$ cat src/design/monitor_pkg.sv
`default_nettype none

package monitor_pkg;

    typedef logic [7:0]  byte_t;
    typedef logic [18:0] sram_addr_t;

    // first byte of every command frame.
    typedef enum logic [7:0] {
        OP_WRITE    = 8'h57,  // addr2 addr1 addr0 data.
        OP_READ     = 8'h52,  // addr2 addr1 addr0.
        OP_GPIO_SET = 8'h47,  // data.
        OP_GPIO_GET = 8'h49
    } cmd_op_t;

    localparam byte_t REPLY_OK  = 8'h4B;
    localparam byte_t REPLY_BAD = 8'h3F;

    typedef struct packed {
        logic       write;
        sram_addr_t addr;
        byte_t      wdata;
    } sram_req_t;

endpackage

`default_nettype wire

$ cat src/design/reset_gen.sv
`timescale 1ns/1ps
`default_nettype none

module reset_gen #(
    parameter int RESET_CYCLES = 16
) (
    input  wire  CLK,
    input  wire  reset,
    output logic rst_int
);

    localparam int CW = $clog2(RESET_CYCLES + 1);

    logic [CW-1:0] cnt;

    // reload while held, then count down.
    always_ff @(posedge CLK)
    begin
        if (reset)
            cnt <= CW'(RESET_CYCLES);
        else if (cnt != '0)
            cnt <= cnt - 1'b1;
    end

    assign rst_int = reset | (cnt != '0);

endmodule

`default_nettype wire

$ cat src/design/uart_rx.sv
`timescale 1ns/1ps
`default_nettype none

module uart_rx
    import monitor_pkg::*;
#(
    parameter int CLKS_PER_BIT = 8
) (
    input  wire   CLK,
    input  wire   reset,
    input  wire   rx,
    output logic  rx_valid,
    output byte_t rx_byte
);

    typedef enum logic [1:0] {RX_IDLE, RX_START, RX_DATA, RX_STOP} rx_state_t;

    localparam int CW = $clog2(CLKS_PER_BIT);
    localparam logic [CW-1:0] LAST = CW'(CLKS_PER_BIT - 1);
    localparam logic [CW-1:0] HALF = CW'(CLKS_PER_BIT / 2 - 1);

    rx_state_t     state;
    logic [CW-1:0] cnt;
    logic [2:0]    bit_idx;
    logic          rx_meta;
    logic          rx_s;
    byte_t         shreg;

    always_ff @(posedge CLK)
    begin
        if (reset)
        begin
            state    <= RX_IDLE;
            cnt      <= '0;
            bit_idx  <= '0;
            rx_meta  <= 1'b1;  // idle line is high.
            rx_s     <= 1'b1;
            rx_valid <= 1'b0;
        end
        else
        begin
            rx_meta  <= rx;
            rx_s     <= rx_meta;
            rx_valid <= 1'b0;
            cnt      <= cnt + 1'b1;
            case (state)
                RX_IDLE:
                begin
                    cnt <= '0;
                    if (!rx_s)
                        state <= RX_START;
                end
                RX_START:
                    if (cnt == HALF)
                    begin
                        cnt     <= '0;
                        bit_idx <= '0;
                        state   <= rx_s ? RX_IDLE : RX_DATA;  // glitch check.
                    end
                RX_DATA:
                    if (cnt == LAST)
                    begin
                        cnt     <= '0;
                        bit_idx <= bit_idx + 1'b1;
                        if (bit_idx == 3'd7)
                            state <= RX_STOP;
                    end
                RX_STOP:
                    if (cnt == LAST)
                    begin
                        rx_valid <= rx_s;  // bad stop bit drops the frame.
                        state    <= RX_IDLE;
                    end
                default:
                    state <= RX_IDLE;
            endcase
        end
    end

    // lsb first.
    always_ff @(posedge CLK)
    begin
        if (state == RX_DATA && cnt == LAST)
            shreg <= {rx_s, shreg[7:1]};
    end

    assign rx_byte = shreg;

endmodule

`default_nettype wire

$ cat src/design/uart_tx.sv
`timescale 1ns/1ps
`default_nettype none

module uart_tx
    import monitor_pkg::*;
#(
    parameter int CLKS_PER_BIT = 8
) (
    input  wire   CLK,
    input  wire   reset,
    input  wire   tx_valid,
    input  byte_t tx_byte,
    output logic  tx_ready,
    output logic  tx
);

    typedef enum logic [1:0] {TX_IDLE, TX_START, TX_DATA, TX_STOP} tx_state_t;

    localparam int CW = $clog2(CLKS_PER_BIT);
    localparam logic [CW-1:0] LAST = CW'(CLKS_PER_BIT - 1);

    tx_state_t     state;
    logic [CW-1:0] cnt;
    logic [2:0]    bit_idx;
    byte_t         shreg;
    logic          bit_end;

    assign tx_ready = (state == TX_IDLE);
    assign bit_end  = (cnt == LAST);

    always_ff @(posedge CLK)
    begin
        if (reset)
        begin
            state   <= TX_IDLE;
            cnt     <= '0;
            bit_idx <= '0;
            tx      <= 1'b1;
        end
        else
        begin
            cnt <= bit_end ? '0 : cnt + 1'b1;
            case (state)
                TX_IDLE:
                begin
                    cnt <= '0;
                    if (tx_valid)
                    begin
                        state <= TX_START;
                        tx    <= 1'b0;
                    end
                end
                TX_START:
                    if (bit_end)
                    begin
                        state   <= TX_DATA;
                        bit_idx <= '0;
                        tx      <= shreg[0];
                    end
                TX_DATA:
                    if (bit_end)
                    begin
                        bit_idx <= bit_idx + 1'b1;
                        if (bit_idx == 3'd7)
                        begin
                            state <= TX_STOP;
                            tx    <= 1'b1;
                        end
                        else
                            tx <= shreg[0];
                    end
                TX_STOP:
                    if (bit_end)
                        state <= TX_IDLE;
                default:
                    state <= TX_IDLE;
            endcase
        end
    end

    // shreg[0] always holds the next data bit.
    always_ff @(posedge CLK)
    begin
        if (tx_valid && tx_ready)
            shreg <= tx_byte;
        else if (bit_end && (state == TX_START || (state == TX_DATA && bit_idx != 3'd7)))
            shreg <= {1'b0, shreg[7:1]};
    end

endmodule

`default_nettype wire

$ cat src/design/cmd_engine.sv
`timescale 1ns/1ps
`default_nettype none

module cmd_engine
    import monitor_pkg::*;
(
    input  wire       CLK,
    input  wire       reset,

    input  wire       rx_valid,
    input  byte_t     rx_byte,

    output logic      req_valid,
    output sram_req_t req,
    input  wire       req_ready,

    input  wire       rsp_valid,
    input  byte_t     rsp_data,

    output logic      tx_valid,
    output byte_t     tx_byte,
    input  wire       tx_ready,

    input  byte_t     gpio_in,
    output byte_t     gpio_out
);

    typedef enum logic [2:0] {C_OP, C_ADDR, C_DATA, C_REQ, C_WAIT, C_REPLY} cmd_state_t;

    cmd_state_t state;
    cmd_op_t    op;
    sram_addr_t addr_q;
    byte_t      data_q;
    byte_t      reply_q;
    logic [1:0] arg_cnt;
    logic       is_write;

    assign is_write  = (op == OP_WRITE);
    assign req_valid = (state == C_REQ);
    assign tx_valid  = (state == C_REPLY);
    assign tx_byte   = reply_q;
    assign req       = '{write: is_write, addr: addr_q, wdata: data_q};

    always_ff @(posedge CLK)
    begin
        if (reset)
        begin
            state    <= C_OP;
            arg_cnt  <= '0;
            gpio_out <= '0;
        end
        else
        begin
            case (state)
                C_OP:
                    if (rx_valid)
                    begin
                        arg_cnt <= '0;
                        case (rx_byte)
                            OP_WRITE,
                            OP_READ:     state <= C_ADDR;
                            OP_GPIO_SET: state <= C_DATA;
                            default:     state <= C_REPLY;  // get or unknown.
                        endcase
                    end
                C_ADDR:
                    if (rx_valid)
                    begin
                        arg_cnt <= arg_cnt + 1'b1;
                        if (arg_cnt == 2'd2)
                            state <= is_write ? C_DATA : C_REQ;
                    end
                C_DATA:
                    if (rx_valid)
                    begin
                        if (op == OP_GPIO_SET)
                        begin
                            gpio_out <= rx_byte;
                            state    <= C_REPLY;
                        end
                        else
                            state <= C_REQ;
                    end
                C_REQ:
                    if (req_ready)
                        state <= is_write ? C_REPLY : C_WAIT;
                C_WAIT:
                    if (rsp_valid)
                        state <= C_REPLY;
                C_REPLY:
                    if (tx_ready)
                        state <= C_OP;  // rx bytes before this are lost.
                default:
                    state <= C_OP;
            endcase
        end
    end

    always_ff @(posedge CLK)
    begin
        case (state)
            C_OP:
                if (rx_valid)
                begin
                    op <= cmd_op_t'(rx_byte);
                    if (rx_byte == OP_GPIO_GET)
                        reply_q <= gpio_in;
                    else
                        reply_q <= REPLY_BAD;  // overwritten for valid ops.
                end
            C_ADDR:
                if (rx_valid)
                    addr_q <= {addr_q[10:0], rx_byte};  // top 5 bits fall off.
            C_DATA:
                if (rx_valid)
                begin
                    data_q  <= rx_byte;
                    reply_q <= REPLY_OK;
                end
            C_WAIT:
                if (rsp_valid)
                    reply_q <= rsp_data;
            default:
                ;
        endcase
    end

endmodule

`default_nettype wire

$ cat src/design/sram_port.sv
`timescale 1ns/1ps
`default_nettype none

module sram_port
    import monitor_pkg::*;
#(
    parameter int SRAM_CYCLES = 2
) (
    input  wire        CLK,
    input  wire        reset,

    input  wire        req_valid,
    input  sram_req_t  req,
    output logic       req_ready,

    output logic       rsp_valid,
    output byte_t      rsp_data,

    output sram_addr_t addr,
    output byte_t      dq_out,
    input  byte_t      dq_in,
    output logic       dq_oe,
    output logic       ce_n,
    output logic       oe_n,
    output logic       we_n
);

    localparam int CW = $clog2(SRAM_CYCLES + 1);
    localparam logic [CW-1:0] LAST = CW'(SRAM_CYCLES - 1);

    logic          active;
    logic          wr;
    logic [CW-1:0] cnt;
    logic          last_cycle;

    assign req_ready  = !active;
    assign last_cycle = active && (cnt == LAST);

    always_ff @(posedge CLK)
    begin
        if (reset)
        begin
            active    <= 1'b0;
            wr        <= 1'b0;
            cnt       <= '0;
            rsp_valid <= 1'b0;
        end
        else
        begin
            rsp_valid <= 1'b0;
            if (!active)
            begin
                if (req_valid)
                begin
                    active <= 1'b1;
                    wr     <= req.write;
                    cnt    <= '0;
                end
            end
            else if (last_cycle)
            begin
                active    <= 1'b0;
                rsp_valid <= !wr;
            end
            else
                cnt <= cnt + 1'b1;
        end
    end

    // address and data held for the whole access.
    always_ff @(posedge CLK)
    begin
        if (req_valid && req_ready)
        begin
            addr   <= req.addr;
            dq_out <= req.wdata;
        end
        if (last_cycle && !wr)
            rsp_data <= dq_in;
    end

    assign dq_oe = active & wr;
    assign we_n  = !dq_oe;
    assign oe_n  = !(active & !wr);
    assign ce_n  = !active;

endmodule

`default_nettype wire

$ cat src/design/board_top.sv
`timescale 1ns/1ps
`default_nettype none

module board_top
    import monitor_pkg::*;
#(
    parameter int CLKS_PER_BIT = 104,
    parameter int RESET_CYCLES = 255,
    parameter int SRAM_CYCLES  = 2
) (
    input  wire        CLK,
    input  wire        reset,

    input  wire        rx,
    output logic       tx,

    input  byte_t      gpio_in,
    output byte_t      gpio_out,

    output sram_addr_t addr,
    output byte_t      dq_out,
    input  byte_t      dq_in,
    output logic       dq_oe,
    output logic       ce_n,
    output logic       oe_n,
    output logic       we_n
);

    logic      rst_int;
    logic      rx_valid;
    byte_t     rx_byte;
    logic      req_valid;
    sram_req_t req;
    logic      req_ready;
    logic      rsp_valid;
    byte_t     rsp_data;
    logic      tx_valid;
    byte_t     tx_byte;
    logic      tx_ready;

    reset_gen #(.RESET_CYCLES(RESET_CYCLES)) u_reset_gen (
        .CLK     (CLK),
        .reset   (reset),
        .rst_int (rst_int)
    );

    uart_rx #(.CLKS_PER_BIT(CLKS_PER_BIT)) u_uart_rx (
        .CLK      (CLK),
        .reset    (rst_int),
        .rx       (rx),
        .rx_valid (rx_valid),
        .rx_byte  (rx_byte)
    );

    cmd_engine u_cmd_engine (
        .CLK       (CLK),
        .reset     (rst_int),
        .rx_valid  (rx_valid),
        .rx_byte   (rx_byte),
        .req_valid (req_valid),
        .req       (req),
        .req_ready (req_ready),
        .rsp_valid (rsp_valid),
        .rsp_data  (rsp_data),
        .tx_valid  (tx_valid),
        .tx_byte   (tx_byte),
        .tx_ready  (tx_ready),
        .gpio_in   (gpio_in),
        .gpio_out  (gpio_out)
    );

    // external pads split into dq_out, dq_in and dq_oe.
    sram_port #(.SRAM_CYCLES(SRAM_CYCLES)) u_sram_port (
        .CLK       (CLK),
        .reset     (rst_int),
        .req_valid (req_valid),
        .req       (req),
        .req_ready (req_ready),
        .rsp_valid (rsp_valid),
        .rsp_data  (rsp_data),
        .addr      (addr),
        .dq_out    (dq_out),
        .dq_in     (dq_in),
        .dq_oe     (dq_oe),
        .ce_n      (ce_n),
        .oe_n      (oe_n),
        .we_n      (we_n)
    );

    uart_tx #(.CLKS_PER_BIT(CLKS_PER_BIT)) u_uart_tx (
        .CLK      (CLK),
        .reset    (rst_int),
        .tx_valid (tx_valid),
        .tx_byte  (tx_byte),
        .tx_ready (tx_ready),
        .tx       (tx)
    );

endmodule

`default_nettype wire

$ cat config.mk
export PLATFORM = sky130hd
export DESIGN_NAME = board_top
export DESIGN_NICKNAME = d
export VERILOG_FILES = /design/src/design/monitor_pkg.sv /design/src/design/reset_gen.sv /design/src/design/uart_rx.sv /design/src/design/uart_tx.sv /design/src/design/cmd_engine.sv /design/src/design/sram_port.sv /design/src/design/board_top.sv
export SDC_FILE = /design/constraint.sdc
export NUM_CORES = 1
export LEC_CHECK = 0
export CORE_MARGIN = 8
export CORE_UTILIZATION = 54
export DETAILED_ROUTE_END_ITERATION = 7
export DONT_BUFFER_PORTS = 1
export PLACE_DENSITY = 0.8
export SLEW_MARGIN = 5
export SYNTH_ARGS = -nofsm -noshare
export SYNTH_HDL_FRONTEND = slang
export SYNTH_SLANG_ARGS = --single-unit
$ cat constraint.sdc
create_clock -name CLK -period 3.5 [get_ports CLK]
set_input_delay 0.35 -clock CLK [delete_from_list [all_inputs] [get_ports CLK]]
set_output_delay 0.35 -clock CLK [all_outputs]
set_load 0.01 [all_outputs]
==> flow_summary_export.csv <==
group,metric,value,unit
cts,ctsRootBufferMaster,"clkbuf_8",
placement,port_buffers,0,
synthesis,synth_compound_area_share,8.56,%
finish,final_nets,515,
routing,viasPerCell,5.83,
sta,fin_ws,0.979,ns
sta,slew_viol_final,0,
synthesis,synth_area,5890,um^2
synthesis,synth_xor_area_share,2.38,%
placement,hpwl,7.70,mm
synthesis,yosysMostFrequentCell,"edfxtp_1",
routing,drtIter0Drc,269,
synthesis,synth_fa_ha_area_share,4.46,%
grt,overflow,0,
synthesis,synth-edff-count,94,
synthesis,synth_common_cells,"edfxtp_1, dfxtp_1, nor2_1, nand2_1",
sta,finClkSkew,0.0114,ns
routing,route.detailed.drc,0,
pwr,p_per_area,535,nW/um^2
hold_path,hold_class,"input pin to register",
cts,post-cts-setup-buffer-count,0,
synthesis,synth_nets,495,
run_status,status,"complete, no violations",
critical_path,start_kind,"register",
critical_path,critPathKind,"register to register",
critical_path,cp.arrival,2.76,ns
routing,via_count,3661,
synthesis,synth_seq_cells,148,
synthesis,async_flop_share,0,%
routing,firstDrtPassIters,7,
synthesis,synth_top_family_by_area,"simple AND/OR/NAND/NOR gates",
cts,cts_resized,0,
grt,grt_pass1_vias,3718,
synthesis,synth.top_cell.area_share,47.9,%
pwr,vdd_ir_drop_max,337,uV
die,initial_core_util,54.8,%
synthesis,syn_area_per_cell,12.9,um^2
synthesis,synth_cells,455,
synthesis,synthMuxAreaShare,3.04,%
job,drv_cap,0,
critical_path,crit_start,"u_uart_rx.rx_byte[7]$_DFFE_PP_",
die,rows,38,
synthesis,synthDistinctLibCells,59,
routing,ant_nets,0,
finish,antenna_cells,0,
critical_path,critPathRequiredTime,3.74,ns
die,coreArea,10700,um^2
pwr,p_leak,2.41,nW
sta,setup_violations,0,
die,die_area,14500,um^2
grt,antenna_found_initial,0,
sta,tns,0,ns
synthesis,synth-simple-area-share,12.8,%
sta,slew_headroom,21.6,%
sta,hold_slack,0.0538,ns
placement,gp_congestion,0.899,
die,die_x,120,um
grt,track_usage,16.7,%
grt,grt_pass1_wl,18.8,mm
critical_path,reg2reg_from,"u_uart_rx.rx_byte[7]$_DFFE_PP_",
sta,min_period,2.52,ns
cts,cts_tree,"yes",
synthesis,synth_ff_type,"edfxtp_1",
critical_path,endpoint_kind,"register",
cts,clock-sinks,148,
sta,fin_crit_sh,72.0,%
sta,grt_setup_unrepaired,"false",
routing,wirelength,11.7,mm
die,die_y,120,um
cts,cts_buffer_depth,2,
cts,numCtsBuffers,17,
synthesis,synthTopCellsByArea,"edfxtp_1, dfxtp_1, ha_1",
sta,fmax,397,MHz
placement,dp_slack,1.07,ns
finish,areaGrowthSynthToFinish,14.0,%
sta,tightestPinTransition,1.17,ns
synthesis,yosysSeqAreaShare,66.3,%
synthesis,ys.warnings.count,0,
cts,htree_levels,4,
hold_path,min_from,"gpio_in[1]",
sta,hold_viol,0,
finish,final_layout_size_suffix_gt1_share,11.1,%
die,pin_count,59,
grt,grt_max_degree,28,
cts,insertion_delay,0.53,ns
routing,wl_per_cell,18.6,um
critical_path,cp_max_fo,9,
synthesis,yosysTopAreaCell,"edfxtp_1",
cts,clkTransAtPathRegs,0.06,ns
## cell families after synthesis
| kind of cell | after synthesis |
|---|---|
| buffers and inverters | 36 |
| AND/OR/NAND/NOR | 145 |
| AO/OA/AOI/OAI | 72 |
| flip-flops | 148 |
| adder cells (fa/ha/maj) | 21 |
| multiplexers | 17 |
| XOR/XNOR | 16 |
## final timing paths
| path | end | slack [ns] | cells past startpoint |
|---|---|---|---|
| worst min register to register | u_uart_rx.rx_s$_SDFF_PP1_ | 0.41 | 1 |
| worst max register to register | u_cmd_engine.tx_byte[2]$_DFFE_PP_ | 0.98 | 5 |
| worst max-delay path | u_cmd_engine.tx_byte[2]$_DFFE_PP_ | 0.98 | 5 |
| worst min-delay path | u_cmd_engine.tx_byte[1]$_DFFE_PP_ | 0.05 | 1 |
## final cells by class
cell class | count | area [um^2]
Clock inverter | 15 | 150
Clock buffer | 17 | 414
Tap cell | 140 | 175
Multi-Input combinational cell | 271 | 1850
Timing Repair Buffer | 16 | 145
Sequential cell | 148 | 3900
Fill cell | 812 | 4030
Inverter | 21 | 78.8
## what timing repair did
item / in CTS / in global routing
endpoints found under the setup margin: 0 / 0
hold endpoints to repair: 17 / 0
hold buffers: 10 / 0
## critical path: stages (launching register included)
cell,delay (ns)
edfxtp_1,0.50
or4b_4,0.60
or4b_4,0.58
nor2_1,0.21
a2bb2oi_1,0.23
o22ai_1,0.11
## stage by stage
stage | instance area, um^2 | std cells | power (W) | util [%]
floorplan | 5890 | 455 | 0.00189 | -
global placement | 6050 | 586 | 0.00189 | 56.3
detailed placement | 6050 | 586 | 0.00189 | 56.3
CTS | 6710 | 628 | 0.00361 | 62.5
global route | 6710 | 628 | 0.00369 | 62.5
finish | 6710 | 628 | 0.00359 | 62.5
## flip-flops by register name, indices dropped and copies added (netlist names), 3 cells and up, named ones only
signal,count
u_cmd_engine.gpio_out,8
u_cmd_engine.data_q,8
u_cmd_engine.tx_byte,8
u_sram_port.addr,19
u_sram_port.rsp_data,8
u_cmd_engine.addr_q,19
u_cmd_engine.state,3
u_uart_tx.shreg,8
u_sram_port.dq_out,8
u_uart_rx.cnt,7
u_uart_rx.rx_byte,8
u_reset_gen.cnt,8
u_uart_tx.cnt,7
u_uart_tx.bit_idx,3
u_cmd_engine.op,8
u_uart_rx.bit_idx,3
## routing by layer
layer	global-route usage (%)	vias up	share of wire, %
met1	19.0	1758	41
met4	9.45	0	2.6
met2	27.7	146	50
li1	-	1721	-
met3	4.85	36	6.2
met5	0	-	0
## power by group
group / switching (W) / internal [W]
registers: 0.00000272 / 0.00184
clock network: 0.000715 / 0.00102
logic: 0.00000841 / 0.0000136
total: 0.000726 / 0.00287
## cells in the final DEF (no fill, tap or decap), types with 3 or more instances in the layout
cell type	count
a211oi_1	3
a21oi_1	15
a2bb2oi_1	4
and2_1	4
and3_1	3
buf_4	6
clkbuf_16	16
dfxtp_1	54
dlygate4sd3_1	10
edfxtp_1	94
ha_1	21
inv_1	21
inv_6	5
mux2_2	7
mux2i_1	10
nand2_1	24
nand2b_1	10
nand3_1	12
nand4_1	3
nand4b_1	3
nor2_1	47
nor2b_1	3
nor3_1	12
nor4_1	4
nor4b_1	3
o211ai_1	4
o21ai_0	12
o21bai_1	4
o22a_1	3
o22ai_1	5
o32a_1	6
xnor2_1	10
xor2_1	6
No activity file was read; power rests on OpenSTA's default activity.
